`src/vdp_mode_pkg.sv`:
```
// Screen mode definitions for the VDP command engine
// Mode encoding, coordinate and address types, X limits
`default_nettype none

package vdp_mode_pkg;

  // Bitmap modes the command engine can draw into
  typedef enum logic [1:0] {
    MODE_G4 = 2'd0,
    MODE_G5 = 2'd1,
    MODE_G6 = 2'd2,
    MODE_G7 = 2'd3
  } screen_mode_t;

  // 128 KiB VRAM byte address
  typedef logic [16:0] vram_addr_t;

  // Dot coordinates and counts
  typedef logic [8:0] coord_x_t;
  typedef logic [9:0] coord_y_t;
  typedef logic [9:0] count_t;

  // Colour code or raw VRAM byte
  typedef logic [7:0] colour_t;

  // Row widths in dots, GRAPHIC 5 and 6 use the wide one
  localparam int X_LIMIT_NARROW = 256;
  localparam int X_LIMIT_WIDE   = 512;

endpackage

`default_nettype wire

```
`src/vdp_cmd_pkg.sv`:
```
// Command definitions for the VDP command engine
// Opcodes, logical operations, sequencer states and register offsets
`default_nettype none

package vdp_cmd_pkg;

  // CMR bits 7..4, anything else decodes as STOP
  typedef enum logic [3:0] {
    OP_STOP  = 4'b0000,
    OP_POINT = 4'b0100,
    OP_PSET  = 4'b0101,
    OP_LMMV  = 4'b1000,
    OP_HMMV  = 4'b1100
  } cmd_op_t;

  // CMR bits 2..0
  typedef enum logic [2:0] {
    LOG_IMP = 3'b000,
    LOG_AND = 3'b001,
    LOG_OR  = 3'b010,
    LOG_XOR = 3'b011,
    LOG_NOT = 3'b100
  } log_op_t;

  typedef enum logic [3:0] {
    ST_IDLE    = 4'd0,
    ST_ISSUE   = 4'd1,
    ST_RD_WAIT = 4'd2,
    ST_WR_WAIT = 4'd3,
    ST_STEP    = 4'd4
  } seq_state_t;

  // Register offsets, R32 onward
  localparam logic [3:0] REG_SX_LO = 4'd0;
  localparam logic [3:0] REG_SX_HI = 4'd1;
  localparam logic [3:0] REG_SY_LO = 4'd2;
  localparam logic [3:0] REG_SY_HI = 4'd3;
  localparam logic [3:0] REG_DX_LO = 4'd4;
  localparam logic [3:0] REG_DX_HI = 4'd5;
  localparam logic [3:0] REG_DY_LO = 4'd6;
  localparam logic [3:0] REG_DY_HI = 4'd7;
  localparam logic [3:0] REG_NX_LO = 4'd8;
  localparam logic [3:0] REG_NX_HI = 4'd9;
  localparam logic [3:0] REG_NY_LO = 4'd10;
  localparam logic [3:0] REG_NY_HI = 4'd11;
  localparam logic [3:0] REG_CLR   = 4'd12;
  localparam logic [3:0] REG_ARG   = 4'd13;
  localparam logic [3:0] REG_CMR   = 4'd14;

endpackage

`default_nettype wire

```
`src/vdp_cmd_regs_if.sv`:
```
// Command register bundle between register file and sequencer
// Carries the POINT result back into the colour register
`timescale 1ns/1ns
`default_nettype none

interface cmd_regs_if;
  import vdp_mode_pkg::*;
  import vdp_cmd_pkg::*;

  coord_x_t sx;
  coord_y_t sy;
  coord_x_t dx;
  coord_y_t dy;
  count_t   nx;
  count_t   ny;
  colour_t  clr;
  logic     dix;
  logic     diy;
  cmd_op_t  op;
  log_op_t  log_op;
  logic     transparent;
  // One cycle per CMR write
  logic     start;
  // POINT readback
  logic     point_load;
  colour_t  point_data;

  modport regs_mp (
    output sx, sy, dx, dy, nx, ny, clr, dix, diy, op, log_op, transparent, start,
    input  point_load, point_data
  );

  modport seq_mp (
    input  dx, dy, nx, ny, clr, dix, diy, op, start,
    output point_load, point_data
  );

endinterface

`default_nettype wire

```
`src/vdp_cmd_regs.sv`:
```
// VDP command register file
// Takes CPU register writes over a toggle handshake, pulses start on CMR
`timescale 1ns/1ns
`default_nettype none

module vdp_cmd_regs (
  input  logic                  clk,
  input  logic                  reset,
  input  logic                  reg_wr_req,
  input  logic [3:0]            reg_num,
  input  vdp_mode_pkg::colour_t reg_data,
  output logic                  reg_wr_ack,
  input  vdp_mode_pkg::colour_t colour_mask,
  cmd_regs_if.regs_mp           regs
);
  import vdp_cmd_pkg::*;

  always_ff @(posedge clk or posedge reset) begin
    if (reset) begin
      reg_wr_ack       <= 1'b0;
      regs.sx          <= '0;
      regs.sy          <= '0;
      regs.dx          <= '0;
      regs.dy          <= '0;
      regs.nx          <= '0;
      regs.ny          <= '0;
      regs.clr         <= '0;
      regs.dix         <= 1'b0;
      regs.diy         <= 1'b0;
      regs.op          <= OP_STOP;
      regs.log_op      <= LOG_IMP;
      regs.transparent <= 1'b0;
      regs.start       <= 1'b0;
    end else begin
      regs.start <= 1'b0;
      // Pending write while req and ack differ
      if (reg_wr_req != reg_wr_ack) begin
        reg_wr_ack <= ~reg_wr_ack;
        case (reg_num)
          REG_SX_LO: regs.sx[7:0] <= reg_data;
          REG_SX_HI: regs.sx[8]   <= reg_data[0];
          REG_SY_LO: regs.sy[7:0] <= reg_data;
          REG_SY_HI: regs.sy[9:8] <= reg_data[1:0];
          REG_DX_LO: regs.dx[7:0] <= reg_data;
          REG_DX_HI: regs.dx[8]   <= reg_data[0];
          REG_DY_LO: regs.dy[7:0] <= reg_data;
          REG_DY_HI: regs.dy[9:8] <= reg_data[1:0];
          REG_NX_LO: regs.nx[7:0] <= reg_data;
          REG_NX_HI: regs.nx[9:8] <= reg_data[1:0];
          REG_NY_LO: regs.ny[7:0] <= reg_data;
          REG_NY_HI: regs.ny[9:8] <= reg_data[1:0];
          // Colour trimmed to the pixel width of the current mode
          REG_CLR: regs.clr <= reg_data & colour_mask;
          REG_ARG: begin
            regs.dix <= reg_data[2];
            regs.diy <= reg_data[3];
          end
          REG_CMR: begin
            // Unsupported opcodes behave as STOP
            case (reg_data[7:4])
              OP_HMMV, OP_LMMV, OP_PSET, OP_POINT: regs.op <= cmd_op_t'(reg_data[7:4]);
              default: regs.op <= OP_STOP;
            endcase
            regs.transparent <= reg_data[3];
            regs.log_op      <= log_op_t'(reg_data[2:0]);
            // Aborts and restarts the sequencer
            regs.start       <= 1'b1;
          end
          default: ;
        endcase
      end
      // POINT result lands in CLR
      if (regs.point_load) begin
        regs.clr <= regs.point_data;
      end
    end
  end

endmodule

`default_nettype wire

```
`src/vdp_pixel_unit.sv`:
```
// Pixel datapath for the command engine
// Address mapping, pixel extract, logical operation and byte merge per mode
`timescale 1ns/1ns
`default_nettype none

module vdp_pixel_unit (
  input  vdp_mode_pkg::screen_mode_t screen_mode,
  input  vdp_mode_pkg::coord_x_t     x,
  input  vdp_mode_pkg::coord_y_t     y,
  input  vdp_cmd_pkg::cmd_op_t       op,
  input  vdp_cmd_pkg::log_op_t       log_op,
  input  logic                       transparent,
  input  vdp_mode_pkg::colour_t      src_colour,
  input  vdp_mode_pkg::colour_t      rd_byte,
  output vdp_mode_pkg::vram_addr_t   addr,
  output vdp_mode_pkg::colour_t      colour_mask,
  output logic [2:0]                 x_step,
  output vdp_mode_pkg::colour_t      point,
  output vdp_mode_pkg::colour_t      merged_byte
);
  import vdp_mode_pkg::*;
  import vdp_cmd_pkg::*;

  // Right-aligned mask of one pixel
  colour_t    pix_mask;
  // Bit position of x's pixel inside the byte
  logic [2:0] shift;
  logic [2:0] pix_per_byte;
  colour_t    src_masked;
  colour_t    result;

  // Mode geometry, leftmost pixel in the high bits
  always_comb begin
    addr         = '0;
    pix_mask     = 8'hff;
    shift        = 3'd0;
    pix_per_byte = 3'd1;
    case (screen_mode)
      MODE_G4: begin
        addr         = {y[9:0], x[7:1]};
        pix_mask     = 8'h0f;
        shift        = {~x[0], 2'b00};
        pix_per_byte = 3'd2;
      end
      MODE_G5: begin
        addr         = {y[9:0], x[8:2]};
        pix_mask     = 8'h03;
        shift        = {~x[1:0], 1'b0};
        pix_per_byte = 3'd4;
      end
      MODE_G6: begin
        addr         = {y[8:0], x[8:1]};
        pix_mask     = 8'h0f;
        shift        = {~x[0], 2'b00};
        pix_per_byte = 3'd2;
      end
      MODE_G7: begin
        // One pixel per byte
        addr         = {y[8:0], x[7:0]};
        pix_mask     = 8'hff;
        shift        = 3'd0;
        pix_per_byte = 3'd1;
      end
      default: ;
    endcase
  end

  // Byte commands work on whole bytes
  assign colour_mask = (op == OP_HMMV) ? 8'hff : pix_mask;
  assign x_step      = (op == OP_HMMV) ? pix_per_byte : 3'd1;

  assign point      = (rd_byte >> shift) & pix_mask;
  assign src_masked = src_colour & colour_mask;

  // Logical operation, destination kept on transparent zero
  always_comb begin
    if (transparent && (src_masked == '0)) begin
      result = point;
    end else begin
      case (log_op)
        LOG_IMP: result = src_masked;
        LOG_AND: result = src_masked & point;
        LOG_OR:  result = src_masked | point;
        LOG_XOR: result = src_masked ^ point;
        LOG_NOT: result = ~src_masked;
        default: result = point;
      endcase
    end
  end

  // Other pixels of the byte pass through
  assign merged_byte = (rd_byte & ~(pix_mask << shift)) | ((result & pix_mask) << shift);

endmodule

`default_nettype wire

```
`src/vdp_cmd_seq.sv`:
```
// Command sequencer FSM
// Walks the rectangle and drives the VRAM read and write toggle channels
`timescale 1ns/1ns
`default_nettype none

module vdp_cmd_seq (
  input  logic                   clk,
  input  logic                   reset,
  cmd_regs_if.seq_mp             regs,
  output vdp_mode_pkg::coord_x_t cur_x,
  output vdp_mode_pkg::coord_y_t cur_y,
  input  logic [2:0]             x_step,
  input  logic                   x_limit_wide,
  input  vdp_mode_pkg::colour_t  point,
  input  vdp_mode_pkg::colour_t  merged_byte,
  output logic                   vram_rd_req,
  input  logic                   vram_rd_ack,
  output logic                   vram_wr_req,
  input  logic                   vram_wr_ack,
  output vdp_mode_pkg::colour_t  vram_wr_data,
  output logic                   ce
);
  import vdp_mode_pkg::*;
  import vdp_cmd_pkg::*;

  seq_state_t state;

  // Working copies, one extra X bit catches the row limit and wrap
  logic [9:0] x_work;
  coord_y_t   y_work;
  count_t     nx_cnt;
  count_t     ny_cnt;

  count_t     nx_start;
  logic [9:0] x_next;
  count_t     nx_next;
  coord_y_t   y_next;
  logic       past_limit;
  logic       row_end;
  logic       rd_busy;
  logic       wr_busy;

  assign cur_x = x_work[8:0];
  assign cur_y = y_work;

  assign rd_busy = (vram_rd_req != vram_rd_ack);
  assign wr_busy = (vram_wr_req != vram_wr_ack);

  // HMMV counts bytes instead of dots
  always_comb begin
    case (x_step)
      3'd4:    nx_start = {2'b00, regs.nx[9:2]};
      3'd2:    nx_start = {1'b0, regs.nx[9:1]};
      default: nx_start = regs.nx;
    endcase
  end

  assign x_next  = regs.dix ? (x_work - {7'd0, x_step}) : (x_work + {7'd0, x_step});
  assign nx_next = nx_cnt - 10'd1;
  assign y_next  = regs.diy ? (y_work - 10'd1) : (y_work + 10'd1);

  // Left steps below 0 wrap high and also count as past the limit
  assign past_limit = x_limit_wide ? (x_next >= 10'(X_LIMIT_WIDE))
                                   : (x_next >= 10'(X_LIMIT_NARROW));
  assign row_end    = (nx_next == '0) || past_limit;

  always_ff @(posedge clk or posedge reset) begin
    if (reset) begin
      state           <= ST_IDLE;
      ce              <= 1'b0;
      x_work          <= '0;
      y_work          <= '0;
      nx_cnt          <= '0;
      ny_cnt          <= '0;
      vram_rd_req     <= 1'b0;
      vram_wr_req     <= 1'b0;
      vram_wr_data    <= '0;
      regs.point_load <= 1'b0;
      regs.point_data <= '0;
    end else begin
      regs.point_load <= 1'b0;
      if (regs.start) begin
        // New command, any running one is dropped
        x_work <= {1'b0, regs.dx};
        y_work <= regs.dy;
        nx_cnt <= nx_start;
        ny_cnt <= (regs.ny == '0) ? 10'd1 : regs.ny;
        if (regs.op == OP_STOP) begin
          ce    <= 1'b0;
          state <= ST_IDLE;
        end else begin
          ce    <= 1'b1;
          state <= ST_ISSUE;
        end
      end else begin
        case (state)
          ST_IDLE: begin
            ce <= 1'b0;
          end
          ST_ISSUE: begin
            // Let an aborted transfer finish before toggling again
            if (!rd_busy && !wr_busy) begin
              case (regs.op)
                OP_HMMV: begin
                  vram_wr_data <= regs.clr;
                  vram_wr_req  <= ~vram_wr_ack;
                  state        <= ST_WR_WAIT;
                end
                OP_LMMV, OP_PSET, OP_POINT: begin
                  vram_rd_req <= ~vram_rd_ack;
                  state       <= ST_RD_WAIT;
                end
                default: begin
                  ce    <= 1'b0;
                  state <= ST_IDLE;
                end
              endcase
            end
          end
          ST_RD_WAIT: begin
            if (!rd_busy) begin
              if (regs.op == OP_POINT) begin
                regs.point_load <= 1'b1;
                regs.point_data <= point;
                ce              <= 1'b0;
                state           <= ST_IDLE;
              end else begin
                // Read-modify-write of the destination byte
                vram_wr_data <= merged_byte;
                vram_wr_req  <= ~vram_wr_ack;
                state        <= ST_WR_WAIT;
              end
            end
          end
          ST_WR_WAIT: begin
            if (!wr_busy) begin
              if (regs.op == OP_PSET) begin
                ce    <= 1'b0;
                state <= ST_IDLE;
              end else begin
                state <= ST_STEP;
              end
            end
          end
          ST_STEP: begin
            if (!row_end) begin
              x_work <= x_next;
              nx_cnt <= nx_next;
              state  <= ST_ISSUE;
            end else if (ny_cnt == 10'd1) begin
              // Last row done
              ce    <= 1'b0;
              state <= ST_IDLE;
            end else begin
              // Next row from DX again
              x_work <= {1'b0, regs.dx};
              y_work <= y_next;
              nx_cnt <= nx_start;
              ny_cnt <= ny_cnt - 10'd1;
              state  <= ST_ISSUE;
            end
          end
          default: begin
            ce    <= 1'b0;
            state <= ST_IDLE;
          end
        endcase
      end
    end
  end

endmodule

`default_nettype wire

```
`src/vdp_command.sv`:
```
// VDP drawing command engine top level
// Register file, sequencer and pixel datapath behind plain ports
`timescale 1ns/1ns
`default_nettype none

module vdp_command (
  input  logic                       clk,
  input  logic                       reset,
  input  vdp_mode_pkg::screen_mode_t screen_mode,
  input  logic                       reg_wr_req,
  input  logic [3:0]                 reg_num,
  input  vdp_mode_pkg::colour_t      reg_data,
  output logic                       reg_wr_ack,
  output logic                       vram_rd_req,
  input  logic                       vram_rd_ack,
  input  vdp_mode_pkg::colour_t      vram_rd_data,
  output logic                       vram_wr_req,
  input  logic                       vram_wr_ack,
  output vdp_mode_pkg::colour_t      vram_wr_data,
  output vdp_mode_pkg::vram_addr_t   vram_addr,
  output vdp_mode_pkg::colour_t      clr,
  output logic                       ce
);
  import vdp_mode_pkg::*;
  import vdp_cmd_pkg::*;

  coord_x_t   cur_x;
  coord_y_t   cur_y;
  coord_x_t   px_x;
  coord_y_t   px_y;
  logic [2:0] x_step;
  logic       x_limit_wide;
  logic       point_active;
  colour_t    colour_mask;
  colour_t    point;
  colour_t    merged_byte;

  cmd_regs_if regs_if ();

  // GRAPHIC 5 and 6 are 512 dots wide
  assign x_limit_wide = (screen_mode == MODE_G5) || (screen_mode == MODE_G6);

  // POINT reads from the source coordinates
  assign point_active = ce && (regs_if.op == OP_POINT);
  assign px_x         = point_active ? regs_if.sx : cur_x;
  assign px_y         = point_active ? regs_if.sy : cur_y;

  assign clr = regs_if.clr;

  vdp_cmd_regs regs_i (
    .clk         (clk),
    .reset       (reset),
    .reg_wr_req  (reg_wr_req),
    .reg_num     (reg_num),
    .reg_data    (reg_data),
    .reg_wr_ack  (reg_wr_ack),
    .colour_mask (colour_mask),
    .regs        (regs_if.regs_mp)
  );

  vdp_cmd_seq seq_i (
    .clk          (clk),
    .reset        (reset),
    .regs         (regs_if.seq_mp),
    .cur_x        (cur_x),
    .cur_y        (cur_y),
    .x_step       (x_step),
    .x_limit_wide (x_limit_wide),
    .point        (point),
    .merged_byte  (merged_byte),
    .vram_rd_req  (vram_rd_req),
    .vram_rd_ack  (vram_rd_ack),
    .vram_wr_req  (vram_wr_req),
    .vram_wr_ack  (vram_wr_ack),
    .vram_wr_data (vram_wr_data),
    .ce           (ce)
  );

  vdp_pixel_unit pixel_i (
    .screen_mode (screen_mode),
    .x           (px_x),
    .y           (px_y),
    .op          (regs_if.op),
    .log_op      (regs_if.log_op),
    .transparent (regs_if.transparent),
    .src_colour  (regs_if.clr),
    .rd_byte     (vram_rd_data),
    .addr        (vram_addr),
    .colour_mask (colour_mask),
    .x_step      (x_step),
    .point       (point),
    .merged_byte (merged_byte)
  );

endmodule

`default_nettype wire

```
`config.mk`:
```
export PLATFORM = sky130hd
export DESIGN_NAME = vdp_command
export DESIGN_NICKNAME = d
export VERILOG_FILES = /design/src/vdp_mode_pkg.sv /design/src/vdp_cmd_pkg.sv /design/src/vdp_cmd_regs_if.sv /design/src/vdp_cmd_regs.sv /design/src/vdp_pixel_unit.sv /design/src/vdp_cmd_seq.sv /design/src/vdp_command.sv
export SDC_FILE = /design/constraint.sdc
export NUM_CORES = 1
export LEC_CHECK = 0
export BUFFER_PORTS_ARGS = -buffer_cell sky130_fd_sc_hd__buf_2
export CAP_MARGIN = 40
export CORE_UTILIZATION = 40
export DETAILED_ROUTE_END_ITERATION = 7
export GPL_ROUTABILITY_DRIVEN = 0
export PLACE_DENSITY = 0.54
export SYNTH_ARGS = -nofsm -noshare
export SYNTH_HDL_FRONTEND = slang
export SYNTH_HIERARCHICAL = 1
export SYNTH_SLANG_ARGS = --single-unit
```
`constraint.sdc`:
```
create_clock -name clk -period 6.85 [get_ports clk]
set_input_delay 0 -clock clk [delete_from_list [all_inputs] [get_ports clk]]
set_output_delay 0 -clock clk [all_outputs]
set_load 0.02 [all_outputs]
```
Yosys cells after proc, flatten, opt, wreduce, memory -nomap -nowiden
Cells that the tools add are included.
{"block": "totals", "regBits": 142, "wordCells": 233, "in_bits": 27}
{"block": "classes", "n_reduce_logical": 46, "addsub": 6, "n_bitwise": 18, "magnitude_cmp": 2, "n_mux": 73, "shifts": 3, "eq_ne": 54}
{"operator": "$mux 10", "count": 20}
{"operator": "$mux 8", "count": 9}
{"operator": "$pmux 17 s4", "count": 1}
{"operator": "$and 8x8->8", "count": 6}
{"operator": "$eq 4x4->1 const B", "count": 11}
{"operator": "$pmux 8 s5", "count": 1}
{"operator": "$eq 4x3->1 const B", "count": 9}
{"operator": "$reduce_and 2->1", "count": 16}
{"operator": "$sub 10x1->10 const B", "count": 3}
{"operator": "$mux 4", "count": 6}
{"operator": "$pmux 8 s3", "count": 1}
{"operator": "$mux 1", "count": 23}
{"operator": "$logic_not 10->1", "count": 2}
{"operator": "$pmux 10 s2", "count": 1}
{"operator": "$pmux 4 s5", "count": 1}
{"operator": "$pmux 3 s3", "count": 2}
{"operator": "$eq 4x2->1 const B", "count": 4}
{"operator": "$not 8->8", "count": 2}
{"operator": "$or 8x8->8", "count": 2}
{"operator": "$pmux 8 s2", "count": 1}
{"operator": "$shl 8x3->8", "count": 2}
{"operator": "$ne 3x3->1 const B", "count": 5}
{"operator": "$logic_not 4->1", "count": 3}
{"operator": "$ne 3x2->1 const B", "count": 4}
{"operator": "other kinds (39)", "count": 67}

Longest topological paths before layout
{"block": "depth", "depth_word": 16, "mapped_depth": 19}

Hierarchy
The synthesis kept the hierarchy.
{"module": "vdp_cmd_seq", "n_inst": 1, "area_each_um2": 4590.7, "cells_each": 516}
{"module": "vdp_cmd_regs", "n_inst": 1, "area_each_um2": 3190.6, "cells_each": 220}
{"module": "vdp_pixel_unit", "n_inst": 1, "area_each_um2": 1601.5, "cells_each": 231}
{"module": "vdp_command", "n_inst": 1, "area_each_um2": 305.3, "cells_each": 24}

Least setup slack after synthesis
No wires, ideal clock.
{"block": "synth_timing", "kind": "register -> register", "from": "register regs_i.regs.op[0]", "to": "register seq_i.y_work[7] (netlist: seq_i/cur_y[7])", "t_arrival_ns": 3.901, "setup_slack_ns": 2.823, "setup_time_ns": 0.126, "required_time_ns": 6.724, "path_stages_with_launch": 17, "period_less_slack_ns": 4.027, "path_cell_list": "dfrtp_1 > nand4bb_2 > nor2_1 > inv_1 > ha_1 > ha_1 > or2_2 > ha_1 > a21o_1 > a221oi_2 > a21oi_1 > xor2_1 > a221oi_2 > buf_2 > a21oi_4 > buf_6 > a221o_1"}
{"block": "synth_via", "elab_chain_len": 9, "word_cells_on_any_way": 11, "classes_between": "add/sub (2); order compare (2); eq/ne (1); mux (3); reduce/logical (3)"}
{"item": "start, declared", "line_no": "vdp_cmd_regs_if.sv:29", "source": "output sx, sy, dx, dy, nx, ny, clr, dix, diy, op, log_op, transparent, start,"}
{"item": "start signal, assigned", "line_no": "vdp_cmd_regs.sv:61", "source": "OP_HMMV, OP_LMMV, OP_PSET, OP_POINT: regs.op <= cmd_op_t'(reg_data[7:4]);"}
{"item": "$eq 4x4->1 *", "line_no": "vdp_pixel_unit.sv:70", "source": "assign x_step = (op == OP_HMMV) ? pix_per_byte : 3'd1;"}
{"item": "$mux 3 *", "line_no": "vdp_pixel_unit.sv:70"}
{"item": "net x_step[1]", "line_no": "vdp_command.sv:31", "source": "logic [2:0] x_step;"}
{"item": "$add 10x3->10 or $sub 10x3->10 (tied branches)", "line_no": "vdp_cmd_seq.sv:58", "source": "assign x_next = regs.dix ? (x_work - {7'd0, x_step}) : (x_work + {7'd0, x_step});"}
{"item": "$mux 10 *", "line_no": "vdp_cmd_seq.sv:58"}
{"item": "$ge 10x9->1 or $ge 10x10->1 (tied branches)", "line_no": "vdp_cmd_seq.sv:64, vdp_cmd_seq.sv:63"}
{"item": "$mux 1 *", "line_no": "vdp_cmd_seq.sv:63", "source": "assign past_limit = x_limit_wide ? (x_next >= 10'(X_LIMIT_WIDE))"}
{"item": "$logic_or 1x1->1 *", "line_no": "vdp_cmd_seq.sv:65", "source": "assign row_end = (nx_next == '0) || past_limit;"}
{"item": "$reduce_bool 2->1 (no line) *"}
{"item": "$reduce_and 3->1 (no line) *"}
{"item": "end signal, assigned", "line_no": "vdp_cmd_seq.sv:85", "source": "y_work <= regs.dy;"}
{"item": "end signal, assigned", "line_no": "vdp_cmd_seq.sv:157", "source": "y_work <= y_next;"}
{"item": "end, declared", "line_no": "vdp_cmd_seq.sv:30", "source": "coord_y_t y_work;"}
The timed path passes the listed nets; every way through them passes the cells marked *.
A chain may end at the register's enable or synchronous reset.

Worst setup path in the final report
{"block": "layout_timing", "from": "register regs_i.regs.op[0]", "to": "register seq_i.nx_cnt[4]"}
{"block": "layout_via", "elab_chain_len": 10, "word_cells_on_any_way": 18, "classes_between": "add/sub (2); order compare (2); eq/ne (4); mux (8); reduce/logical (2)"}
{"item": "$eq 4x4->1 *", "line_no": "vdp_pixel_unit.sv:70"}
{"item": "$mux 3 *", "line_no": "vdp_pixel_unit.sv:70"}
{"item": "net x_step[1]", "line_no": "vdp_command.sv:31"}
{"item": "$add 10x3->10 or $sub 10x3->10 (tied branches)", "line_no": "vdp_cmd_seq.sv:58"}
{"item": "$mux 10", "line_no": "vdp_cmd_seq.sv:58"}
{"item": "$ge 10x9->1 or $ge 10x10->1 (tied branches)", "line_no": "vdp_cmd_seq.sv:64, vdp_cmd_seq.sv:63"}
{"item": "$mux 1", "line_no": "vdp_cmd_seq.sv:63"}
{"item": "$logic_or 1x1->1", "line_no": "vdp_cmd_seq.sv:65"}
{"item": "$mux 10", "line_no": "vdp_cmd_seq.sv:146", "source": "if (!row_end) begin"}
{"item": "$mux 10", "line_no": "vdp_cmd_seq.sv:96", "source": "case (state)"}
{"item": "$mux 10", "line_no": "vdp_cmd_seq.sv:82", "source": "if (regs.start) begin"}
{"item": "end signal, assigned", "line_no": "vdp_cmd_seq.sv:86", "source": "nx_cnt <= nx_start;"}
{"item": "end signal, assigned", "line_no": "vdp_cmd_seq.sv:148", "source": "nx_cnt <= nx_next;"}
{"item": "end signal, assigned", "line_no": "vdp_cmd_seq.sv:158", "source": "nx_cnt <= nx_start;"}
{"item": "end, declared", "line_no": "vdp_cmd_seq.sv:31", "source": "count_t nx_cnt;"}
The timed path passes the listed nets; every way through them passes the cells marked *. The select of a mux whose other input is x is not followed.

==> results.py <==
metrics = {
    "route": {
        "postRouteAntennaNets": 0,
        "routedWlPerCell_um": 19.2,
        "drt_pre_antenna_iters": 5,
        "drtIter0Drc": 502,
        "dr_total_vias": 7471,
        "drc": 0,
        "via_per_inst": 5.51,
        "wl_um": 26000,
    },
    "clocking": {
        "htree_levels": 4,
        "cts.clk_slew.worst_paths_ns": 0.06,
        "cts_root_buffer": "clkbuf_16",
        "clkSinkCount": 141,
        "tritoncts": "yes",
        "worstSkewPairLatency_ns": 0.42,
        "cts.repair.resized": 0,
        "clock_path_buffers": 2,
        "cts_buffers": 17,
    },
    "layout": {
        "drive_gt1_share_pct": 25.1,
        "seq_area_sq_mm": 0.00353,
        "syn2layout_area_growth_pct": 11.6,
        "fillers": 2311,
        "stdcell_area_sq_mm": 0.0108,
        "fin_cells": 1355,
        "antennaDiodeCount": 0,
        "multi_input_area_sq_mm": 0.00561,
        "finish.net_count": 1094,
    },
    "floorplan": {
        "core_sq_mm": 0.0236,
        "die_area_sq_mm": 0.0248,
        "initial_core_util_pct": 41.0,
        "rows": 56,
        "die-height_um": 158,
        "io_pins": 64,
        "die_width_um": 158,
    },
    "synth": {
        "synth_area_sq_mm": 0.00969,
        "synth_fa_ha_area_share_pct": 5.71,
        "synthSimpleGateAreaFrac_pct": 16.1,
        "async_flop_share_pct": 100,
        "synth-compound-area-share_pct": 15.7,
        "ys_ff_latch": 141,
        "yosys.area.top_type_share_pct": 36.4,
        "yosys.area.top_type": "dfrtp_1",
        "synth_top_family_by_area": "multiplexers",
        "synth_edf_count": 0,
        "ys_types": 91,
        "ys.warnings.count": 6,
        "netlist_instances": 991,
        "seq_area_frac_synth_pct": 36.4,
        "synth_area_per_cell_sq_um": 9.78,
        "ys.flop_type": "dfrtp_1",
        "synthMuxAreaShare_pct": 17.2,
        "synth_xor_area_share_pct": 2.89,
        "yosys-top-cells-area": "dfrtp_1, mux2_2, ha_1",
    },
    "hold_path": {
        "whs_path_depth": 3,
        "hp-start": "reg_num[0]",
        "hold_path_class": "in2reg",
        "hold_end": "regs_i/regs.dx[8]",
    },
    "placement": {
        "placed_area_sq_mm": 0.0102,
        "dp_hpwl_um": 18400,
        "portBuffers": 63,
        "place_inst": 1320,
        "pre_cts_ws_ns": 1.74,
    },
    "timing": {
        "fin_crit_ns": 5.12,
        "slew_violations": 0,
        "worst_pin_slew_ns": 0.870,
        "skew_ns": 0.00997,
        "rsz0062_at_grt": "false",
        "finalHoldViolations": 0,
        "fin_setup_tns_ns": 0,
        "final.setup.worst_slack_ns": 1.73,
        "final-setup-viol-count": 0,
        "max_freq_ghz": 0.195,
        "post-route-period-util_pct": 74.7,
        "relSlewSlack_pct": 42.0,
    },
    "worst_setup_path": {
        "rrSetupSlack_ns": 1.73,
        "arrival_ns": 5.42,
        "startpoint_type": "flop",
        "crit_type": "reg2reg",
        "regToRegEndpoint": "seq_i/nx_cnt[4]",
        "r2r_cells": 16,
        "cp_slowest_stage_delay_ns": 0.61,
        "crit_path_top_delay_cell": "nand3_2",
        "cp-end-kind": "flop",
        "required_ns": 7.16,
        "reg2reg_from": "regs_i/regs.op[0]",
        "crit_fanout": 29,
        "path_cells": "nand4bb_2, nor2_1, inv_1, ha_1, ha_1, or2_2, ha_1, a21o_1, a221oi_2, a21oi_1, xor2_1, a221oi_2, buf_4, nand3_2, mux2_4, a22o_1",
        "cp_common_cell": "ha_1",
    },
    "run_status": {
        "status": "finished, final reports clean",
    },
    "power_and_ir_drop": {
        "power.density_mw_per_mm2": 369,
        "leakagePower_uw": 0.00484,
        "ir_drop_mv": 0.208,
    },
    "global_route": {
        "grt_start_max_net_pins": 55,
        "grt_remaining_overflow": 0,
        "grt_pass1_vias": 7093,
        "track_usage_pct": 21.9,
        "antenna_found_initial": 1,
        "grt_pass1_wl_um": 40600,
    },
    "job": {
        "maxCapViolations": 0,
    },
}
==> cell families (layout without fill, tap and decap cells) <==
family	after synthesis	count (layout)
AO/OA/AOI/OAI	216	216
buffers and inverters	111	155
AND/OR/NAND/NOR	298	298
multiplexers	149	149
XOR/XNOR	32	32
adder cells (fa/ha/maj)	43	43
flip-flops	141	141
other	1	2
==> synth_stat cells, drive strengths merged (5+ instances only) <==
cell type and n:
nand4 5, ha 41, mux2i 47, nor4 7
and2 5, or2 11, nor2b 23, xor2 11
nand2 87, nand3 16, o211ai 10, a41oi 8
nand2b 11, a221oi 10, a2111oi 5, xnor2 21
a21o 5, a211oi 10, buf 41, a21oi 59
nor3 11, a31oi 5, a22oi 5, nor3b 9
nand4b 5, a22o 8, o21a 7, inv 42
dfrtp 141, o21ai 52, clkbuf 26, and3 6
nor2 85, mux2 102
==> how the worst max path moves through the flow <==
| stage | from | endpoint | slack [ns] | cells past startpoint |
|---|---|---|---|---|
| finish | regs_i/regs.op[0] | seq_i/nx_cnt[4] | 1.73 | 16 |
| global route | regs_i/regs.op[0] | seq_i/nx_cnt[4] | 1.40 | 16 |
| CTS | regs_i/regs.op[0] | seq_i/nx_cnt[4] | 1.74 | 16 |
| detailed placement | regs_i/regs.op[0] | seq_i/nx_cnt[4] | 1.74 | 16 |
| global placement | regs_i/regs.op[0] | seq_i/nx_cnt[4] | 1.85 | 16 |
| floorplan | regs_i/regs.op[0] | seq_i/cur_y[7] | 2.82 | 16 |
==> stage by stage <==
stage / hold slack [ns] / utilization (%) / total power (uW)
2_1_floorplan: 0.0847 / - / 2670
3_3_place_gp: 0.177 / 42.7 / 2990
3_5_place_dp: 0.0169 / 43.0 / 3010
4_1_cts: 0.0187 / 45.8 / 4010
5_1_grt: 0.0443 / 45.8 / 4260
6_report: 0.0411 / 45.8 / 3990
==> metal layers <==
| layer | vias to the layer above | global-route usage (%) | wire length, um |
|---|---|---|---|
| met5 | - | 0 | 0 |
| met4 | 0 | 6.29 | 329 |
| met3 | 24 | 3.56 | 1180 |
| met2 | 189 | 33.8 | 11900 |
| met1 | 3639 | 31.3 | 12500 |
| li1 | 3619 | - | - |
==> power by group <==
| group | total (uW) | leakage (uW) | switching (uW) | internal, uW |
|---|---|---|---|---|
| combinational | 1740 | 0.00277 | 950 | 785 |
| clock | 978 | 0.000305 | 367 | 611 |
| sequential | 1280 | 0.00176 | 235 | 1040 |
==> flip-flops by register name (all words and copies together), names as in the netlist, 8 cells and up <==
register / flops
seq_i/nx_cnt: 10
seq_i/ny_cnt: 10
regs_i/regs.dy: 10
seq_i/vram_wr_data: 8
regs_i/regs.clr: 8
seq_i/regs.point_data: 8
regs_i/regs.nx: 10
regs_i/regs.dx: 9
regs_i/regs.sy: 10
seq_i/x_work: 10
seq_i/cur_y: 10
regs_i/regs.ny: 10
regs_i/regs.sx: 9
==> critical path, delay by kind of cell (launching register included) <==
kind	cells	cell delay (ns)
XOR/XNOR	1	0.18
flip-flops	1	0.45
AO/OA/AOI/OAI	5	1.14
multiplexers	1	0.53
AND/OR/NAND/NOR	4	1.61
adder cells (fa/ha/maj)	3	0.75
buffers and inverters	2	0.33
==> layout by cell type, fill, tap and decap left out, types with 22 or more instances in the layout <==
master,n
dfrtp_1,141
mux2_2,89
nor2_1,85
nand2_1,85
buf_2,64
a21oi_1,56
mux2i_1,46
o21ai_0,44
ha_1,41
inv_1,40
nor2b_1,22
==> layout make-up <==
class | instances | area share (%)
clock inverter | 13 | 1.74
clock buffer | 18 | 3.97
inverter | 44 | 1.54
tap | 319 | 3.69
multi-input combinational | 740 | 51.9
timing repair buffer | 80 | 4.54
sequential | 141 | 32.6
==> what timing repair did <==
item	4_1_cts	5_1_grt
hold buffers	4	0
endpoints found under the hold margin	98	0
setup buffers	0	0
No activity file was read; power rests on OpenSTA's default activity.
